<file path="config.mk">
export PLATFORM = sky130hd
export DESIGN_NAME = combine_top
export DESIGN_NICKNAME = d
export VERILOG_FILES = /design/src/logic/combine_pkg.sv /design/src/logic/combine_top.sv /design/src/logic/lane_combiner.sv /design/src/logic/lane_fifo.sv
export SDC_FILE = /design/constraint.sdc
export NUM_CORES = 2
export LEC_CHECK = 0
export ABC_AREA = 1
export BUFFER_PORTS_ARGS = -buffer_cell sky130_fd_sc_hd__buf_2
export CORE_MARGIN = 2
export CORE_UTILIZATION = 30
export DETAILED_ROUTE_END_ITERATION = 12
export SLEW_MARGIN = 10
export SYNTH_ARGS = -nofsm -noshare
export SYNTH_HDL_FRONTEND = slang
export SYNTH_SLANG_ARGS = --single-unit
</file>
<file path="constraint.sdc">
create_clock -name clk -period 11.1 [get_ports clk]
set_input_delay 2.775 -clock clk [delete_from_list [all_inputs] [get_ports clk]]
set_output_delay 2.775 -clock clk [all_outputs]
set_load 0.01 [all_outputs]
</file>
<file path="src/logic/combine_pkg.sv">
//##########################################################################
// shared widths, FIFO depth and word views for the four-lane combiner
// modules pull this in with a wildcard import in their headers
//##########################################################################
package combine_pkg;

    // lane structure
    localparam int num_lanes = 4;
    localparam int sample_w  = 16;
    localparam int word_w    = 2 * sample_w;

    // four signed samples need two guard bits
    localparam int sum_w = sample_w + 2;

    // per-lane skew buffer
    localparam int lane_fifo_depth = 8;

    // output scaling code
    // 0 keeps the low bits of the sum, 3 is handled as 0
    typedef logic [1:0] trunc_t;

    localparam trunc_t trunc_div2 = 2'd1;
    localparam trunc_t trunc_div4 = 2'd2;

    // one lane word
    // raw view for transport, sample view for the arithmetic
    // channel a sits in the low half, channel b in the high half
    typedef union packed {
        logic [word_w-1:0] raw;
        struct packed {
            logic signed [sample_w-1:0] b;
            logic signed [sample_w-1:0] a;
        } s;
    } sample_word_u;

endpackage

</file>
<file path="src/logic/combine_top.sv">
//##########################################################################
// top level of the four-lane sample combiner
// one skew FIFO per input lane in front of the combining adder tree
//##########################################################################
`timescale 1ns/1ps

module combine_top import combine_pkg::*; (
    input  logic                         clk,
    input  logic                         arst_n,
    input  trunc_t                       trunc,
    input  logic [num_lanes-1:0]         lane_mask,

    input  logic [num_lanes-1:0]         in_valid,
    input  sample_word_u [num_lanes-1:0] in_data,
    input  logic [num_lanes-1:0]         in_last,
    output logic [num_lanes-1:0]         in_ready,

    output logic                         out_valid,
    output sample_word_u                 out_data,
    output logic                         out_last,
    input  logic                         out_ready
);

    // FIFO read side into the join
    logic [num_lanes-1:0]         lane_valid;
    sample_word_u [num_lanes-1:0] lane_data;
    logic [num_lanes-1:0]         lane_last;
    logic [num_lanes-1:0]         lane_ready;

    for (genvar i = 0; i < num_lanes; i++) begin : g_lane
        lane_fifo i_lane_fifo (
            .clk      (clk),
            .arst_n   (arst_n),

            .wr_valid (in_valid[i]),
            .wr_ready (in_ready[i]),
            .wr_data  (in_data[i]),
            .wr_last  (in_last[i]),

            .rd_valid (lane_valid[i]),
            .rd_ready (lane_ready[i]),
            .rd_data  (lane_data[i]),
            .rd_last  (lane_last[i])
        );
    end

    lane_combiner i_lane_combiner (
        .clk        (clk),
        .arst_n     (arst_n),
        .trunc      (trunc),
        .lane_mask  (lane_mask),

        .lane_valid (lane_valid),
        .lane_data  (lane_data),
        .lane_last  (lane_last),
        .lane_ready (lane_ready),

        .out_valid  (out_valid),
        .out_data   (out_data),
        .out_last   (out_last),
        .out_ready  (out_ready)
    );

endmodule

</file>
<file path="src/logic/lane_combiner.sv">
//##########################################################################
// joins the four lane FIFOs and sums their samples per channel
// four register stages, all of which hold while the output is stalled
//##########################################################################
`timescale 1ns/1ps

module lane_combiner import combine_pkg::*; (
    input  logic                         clk,
    input  logic                         arst_n,
    input  trunc_t                       trunc,
    input  logic [num_lanes-1:0]         lane_mask,

    input  logic [num_lanes-1:0]         lane_valid,
    input  sample_word_u [num_lanes-1:0] lane_data,
    input  logic [num_lanes-1:0]         lane_last,
    output logic [num_lanes-1:0]         lane_ready,

    output logic                         out_valid,
    output sample_word_u                 out_data,
    output logic                         out_last,
    input  logic                         out_ready
);

    logic [num_lanes-1:0] present;
    logic                 advance;
    logic                 join_fire;

    // stage 0 with masked lanes already zeroed
    sample_word_u [num_lanes-1:0] s0_word;
    logic                         s0_valid;
    logic                         s0_last;

    // stage 1 pair sums per channel
    logic signed [sample_w:0] s1_a01;
    logic signed [sample_w:0] s1_a23;
    logic signed [sample_w:0] s1_b01;
    logic signed [sample_w:0] s1_b23;
    logic                     s1_valid;
    logic                     s1_last;

    // stage 2 full totals
    logic signed [sum_w-1:0] s2_a;
    logic signed [sum_w-1:0] s2_b;
    logic                    s2_valid;
    logic                    s2_last;

    // picks the 16-bit window of a total without saturation
    function automatic logic [sample_w-1:0] scale(
        input trunc_t                  code,
        input logic signed [sum_w-1:0] sum
    );
        case (code)
            trunc_div2: return sum[sample_w:1];
            trunc_div4: return sum[sample_w+1:2];
            default:    return sum[sample_w-1:0];
        endcase
    endfunction

    assign present = lane_valid | lane_mask;
    assign advance = !out_valid || out_ready;

    // an all-masked setup never joins
    assign join_fire = advance && (&present) && !(&lane_mask);

    assign lane_ready = {num_lanes{join_fire}} & ~lane_mask;

    always_ff @(posedge clk or negedge arst_n) begin
        if (!arst_n) begin
            s0_valid  <= 1'b0;
            s1_valid  <= 1'b0;
            s2_valid  <= 1'b0;
            out_valid <= 1'b0;
        end else if (advance) begin
            s0_valid  <= join_fire;
            s1_valid  <= s0_valid;
            s2_valid  <= s1_valid;
            out_valid <= s2_valid;
        end
    end

    always_ff @(posedge clk) begin
        if (join_fire) begin
            for (int i = 0; i < num_lanes; i++) begin
                s0_word[i] <= lane_mask[i] ? '0 : lane_data[i];
            end
            // masked lanes count as frame ends
            s0_last <= &(lane_last | lane_mask);
        end

        if (advance) begin
            s1_a01  <= s0_word[0].s.a + s0_word[1].s.a;
            s1_a23  <= s0_word[2].s.a + s0_word[3].s.a;
            s1_b01  <= s0_word[0].s.b + s0_word[1].s.b;
            s1_b23  <= s0_word[2].s.b + s0_word[3].s.b;
            s1_last <= s0_last;

            s2_a    <= s1_a01 + s1_a23;
            s2_b    <= s1_b01 + s1_b23;
            s2_last <= s1_last;

            out_data.s.a <= scale(trunc, s2_a);
            out_data.s.b <= scale(trunc, s2_b);
            out_last     <= s2_last;
        end
    end

    // downstream sees a steady word until it accepts it
    a_out_stable: assert property (
        @(posedge clk) disable iff (!arst_n)
        out_valid && !out_ready |=> out_valid && $stable(out_data) && $stable(out_last)
    );

endmodule

</file>
<file path="src/logic/lane_fifo.sv">
//##########################################################################
// skew FIFO for one input lane, holds a word and its frame end
// write side faces the lane input, read side feeds the combiner join
//##########################################################################
`timescale 1ns/1ps

module lane_fifo import combine_pkg::*; (
    input  logic         clk,
    input  logic         arst_n,

    input  logic         wr_valid,
    output logic         wr_ready,
    input  sample_word_u wr_data,
    input  logic         wr_last,

    output logic         rd_valid,
    input  logic         rd_ready,
    output sample_word_u rd_data,
    output logic         rd_last
);

    sample_word_u mem      [lane_fifo_depth];
    logic         last_mem [lane_fifo_depth];

    logic [$clog2(lane_fifo_depth)-1:0]   wr_ptr;
    logic [$clog2(lane_fifo_depth)-1:0]   rd_ptr;
    logic [$clog2(lane_fifo_depth+1)-1:0] count;

    logic wr_fire;
    logic rd_fire;

    function automatic logic [$clog2(lane_fifo_depth)-1:0] ptr_inc(
        input logic [$clog2(lane_fifo_depth)-1:0] ptr
    );
        if (ptr == lane_fifo_depth - 1) begin
            return '0;
        end
        return ptr + 1'b1;
    endfunction

    assign wr_ready = (count != lane_fifo_depth);
    assign rd_valid = (count != '0);

    assign wr_fire = wr_valid && wr_ready;
    assign rd_fire = rd_valid && rd_ready;

    // head of queue is read straight out of the array
    assign rd_data = mem[rd_ptr];
    assign rd_last = last_mem[rd_ptr];

    always_ff @(posedge clk) begin
        if (wr_fire) begin
            mem[wr_ptr]      <= wr_data;
            last_mem[wr_ptr] <= wr_last;
        end
    end

    always_ff @(posedge clk or negedge arst_n) begin
        if (!arst_n) begin
            wr_ptr <= '0;
            rd_ptr <= '0;
            count  <= '0;
        end else begin
            if (wr_fire) begin
                wr_ptr <= ptr_inc(wr_ptr);
            end
            if (rd_fire) begin
                rd_ptr <= ptr_inc(rd_ptr);
            end
            // simultaneous push and pop leaves the count alone
            case ({wr_fire, rd_fire})
                2'b10:   count <= count + 1'b1;
                2'b01:   count <= count - 1'b1;
                default: count <= count;
            endcase
        end
    end

    a_count_in_range: assert property (
        @(posedge clk) disable iff (!arst_n)
        count <= lane_fifo_depth
    );

    // held head word must not move until the combiner takes it
    a_rd_stable: assert property (
        @(posedge clk) disable iff (!arst_n)
        rd_valid && !rd_ready |=> rd_valid && $stable(rd_data) && $stable(rd_last)
    );

endmodule
</file>
==> reports/qor.yml <==
cells_and_area:
  layout_common_cells: "sky130_fd_sc_hd__edfxtp_1 (1324), sky130_fd_sc_hd__nor2_1 (905), sky130_fd_sc_hd__nand2_1 (552), sky130_fd_sc_hd__o21ai_0 (490), sky130_fd_sc_hd__o22ai_1 (277)"
  nNetsFinal: 5236
  postLayoutCoreUtil_pct: 34.3
  final_cells: 7606
  fillerInstances: 18700
  multi_input_gate_area_in_the_final_layout_um2: 15000
  sequential_cell_area_um2: 40900
  layout_commonest_cell: "sky130_fd_sc_hd__edfxtp_1"
  drive_above_1_share_pct: 10.0
  areaGrowthSynthToFinish_pct: 13.7
pwr:
  p_leak_uw: 0.0235
  power_density_nw_per_um2: 295
  power_uw: 19400
  irDropWorstVdd_uv: 138
drt:
  number_of_search_and_repair_iterations_in_the_first_detailed_routing_pass: 5
  drt_wl_cell_um: 19.1
  finalWirelength_um: 145000
  drc_errors: 0
  dr_total_vias: 36700
  vias_per_cell: 4.82
  postRouteAntennaNets: 0
  detailedRoute.firstIterationViolations: 3189
worst_setup_path:
  crit_path_max_fanout: 75
  worstPathRequired_ns: 11.48
  criticalPathCategory: "input pin to register"
  setup.worst_path.start_class: "input pin"
  critical_path_arrival_ns: 5.55
  cp_capture_type: "register"
yosys:
  post_synthesis_sequential_area_ratio_pct: 70.6
  synthArstFlopShare_pct: 3.22
  number_of_flops_mapped_to_enable_cells_by_yosys: 1324
  synth_flop_cell: "sky130_fd_sc_hd__edfxtp_1"
  synthCells: 4796
  netlist_area_um2: 57800
  synthDistinctLibCells: 38
  synth.ff_latch_count: 1368
  synthesis.yosys.warnings: 0
  number_of_nets_produced_by_synthesis: 5079
  synth_area_per_cell_um2: 12.1
clock_network:
  postCtsSetupBuffers: 0
  cts_inserted_buffers: 141
  cts-root-buf: "sky130_fd_sc_hd__clkbuf_16"
  clk_pin_slew_ns: 0.06
  cts.sinks: 1368
  clock_tree.buffer_depth: 3
  cts_resized: 0
  tritoncts: "done"
  insertion_delay_ns: 0.79
  ctsHoldBuffers: 0
  h_tree_level_count: 4
die:
  floorplan.die_area_um2: 196000
  pin_count: 183
  die_h_um: 443
  core_area_um2: 192000
  width_of_the_chip_um: 443
  rows: 161
  initial_standard_cell_utilization_of_the_core_pct: 30.1
timing:
  final.period_utilization_pct: 46.6
  fmax_mhz: 193
  post-route-worst-setup-slack_ns: 5.93
  timing.setup.tns_ns: 0
  hold_violations: 0
  maxSlewViolCount: 0
  slew_headroom_pct: 21.3
  setup_viol: 0
  worst-slew-pin-transition_ns: 1.18
  grt_setup_unrepaired: "false"
  finalWorstPathRequiredPeriod_ns: 5.17
  fin_skew_ns: 0.0284
global_route:
  grt_util_all_layers_pct: 14.4
  met3_track_demand_over_resource_in_global_routing_pct: 3.00
  grt_first_pass_wirelength_um: 218000
  grt_most_used_layer: "met2"
  global_route.usage.met1_pct: 18.6
  grt_start_max_net_pins: 134
  grt_met2_usage_pct: 24.0
  antenna_found_initial: 64
  vias_in_the_first_global_route: 35000
  grt-ovfl-total: 0
placed_design:
  placedCellCount: 7336
  io_buffers: 182
  dp_slack_ns: 5.05
  detailed_place_hpwl_um: 91300
  globalplace.congestion: 0.880
hold_path:
  worst_hold_path_type: "register to register"
run:
  drv.max_cap_violation_count: 0
outcome:
  run_status: "complete, no violations"
[where the power goes]
part | internal [µW] | switching, µW | total (µW)
logic | 2090 | 4850 | 6940
clock network | 2580 | 1990 | 4570
registers | 7230 | 666 | 7900
[routing by layer]
metal,share of wire [%],vias to the layer above
met4,3.2,46
met5,0.19,-
met3,6.2,298
li1,-,17500
met2,48,1011
met1,42,17900
[flip-flops by register name, indices dropped and copies added, names as in the netlist]
signal / count
i_lane_combiner.s0_last: 1
g_lane.i_lane_fifo.wr_ptr: 12
i_lane_combiner.s1_a01: 17
i_lane_combiner.s0_word: 128
g_lane.i_lane_fifo.mem: 1024
i_lane_combiner.s1_b23: 17
i_lane_combiner.out_data: 32
g_lane.i_lane_fifo.last_mem: 32
g_lane.i_lane_fifo.count: 16
i_lane_combiner.out_last: 1
i_lane_combiner.s2_last: 1
i_lane_combiner.s1_valid: 1
i_lane_combiner.s1_last: 1
g_lane.i_lane_fifo.rd_ptr: 12
i_lane_combiner.s0_valid: 1
i_lane_combiner.s2_a: 18
i_lane_combiner.s1_a23: 17
i_lane_combiner.out_valid: 1
i_lane_combiner.s2_b: 18
i_lane_combiner.s2_valid: 1
i_lane_combiner.s1_b01: 17
[cells by family after synthesis]
kind of cell             Yosys count  share of synthesized area (%)
multiplexers                       1                         0.0195
AO/OA/AOI/OAI                   1129                           10.4
flip-flops                      1368                           70.6
XOR/XNOR                          56                          0.848
buffers and inverters            465                           3.87
adder cells (fa/ha/maj)          138                           3.12
AND/OR/NAND/NOR                 1639                           11.1
[area by class of cell]
cell class,count,area share [%]
flip-flops and latches,1368,62.2
inverters,238,1.39
diodes,14,0.0533
multi-input cells,2963,22.8
repair buffers,241,2.06
clock inverters,69,0.987
well taps,2526,4.81
clock buffers,187,5.75
[Yosys cell counts, types with 9 or more instances]
master	count	area, µm²
sky130_fd_sc_hd__nor3_1	16	80.1
sky130_fd_sc_hd__nand2_1	553	2080
sky130_fd_sc_hd__a21oi_1	114	571
sky130_fd_sc_hd__ha_1	128	1600
sky130_fd_sc_hd__inv_2	10	37.5
sky130_fd_sc_hd__dfrtp_1	44	1100
sky130_fd_sc_hd__nor2_1	937	3520
sky130_fd_sc_hd__buf_2	83	415
sky130_fd_sc_hd__clkbuf_2	16	80.1
sky130_fd_sc_hd__buf_4	20	150
sky130_fd_sc_hd__inv_1	224	841
sky130_fd_sc_hd__o21ai_0	490	2450
sky130_fd_sc_hd__xnor2_1	12	105
sky130_fd_sc_hd__clkbuf_1	71	267
sky130_fd_sc_hd__edfxtp_1	1324	39800
sky130_fd_sc_hd__fa_1	10	200
sky130_fd_sc_hd__o21ai_1	231	1160
sky130_fd_sc_hd__and2_1	9	56.3
sky130_fd_sc_hd__nand3_1	106	531
sky130_fd_sc_hd__xor2_1	44	385
sky130_fd_sc_hd__buf_6	31	349
sky130_fd_sc_hd__o22ai_1	277	1730
[worst max-delay path: stages]
cell,delay [ns]
sky130_fd_sc_hd__buf_2,0.15
sky130_fd_sc_hd__inv_1,0.10
sky130_fd_sc_hd__nand2_4,0.55
sky130_fd_sc_hd__o21ai_1,0.14
sky130_fd_sc_hd__inv_1,0.28
sky130_fd_sc_hd__nand2_1,0.18
sky130_fd_sc_hd__inv_6,0.39
sky130_fd_sc_hd__buf_4,0.86
[final timing paths]
kind                                                   end  depth (start not counted)  slack [ns]                       from
max                            i_lane_combiner.s0_word[97]                          8        5.93                  out_ready
min                                i_lane_combiner.s2_last                          0        0.41    i_lane_combiner.s1_last
max reg2reg                    i_lane_combiner.s0_word[97]                          6        7.74  i_lane_combiner.out_valid
min reg2reg                        i_lane_combiner.s2_last                          0        0.41    i_lane_combiner.s1_last
max in group asynchronous  g_lane[2].i_lane_fifo.rd_ptr[0]                          2        8.38                     arst_n
min in group asynchronous  g_lane[3].i_lane_fifo.wr_ptr[1]                          2        2.12                     arst_n
[through the flow]
step           hold WS [ns]  instance area, µm²
4_1_cts               0.418               65700
5_1_grt               0.423               65800
6_report              0.410               65800
3_3_place_gp          0.406               61300
3_5_place_dp          0.407               61300
2_1_floorplan         0.400               57800
(Power assumes the default switching activity.)
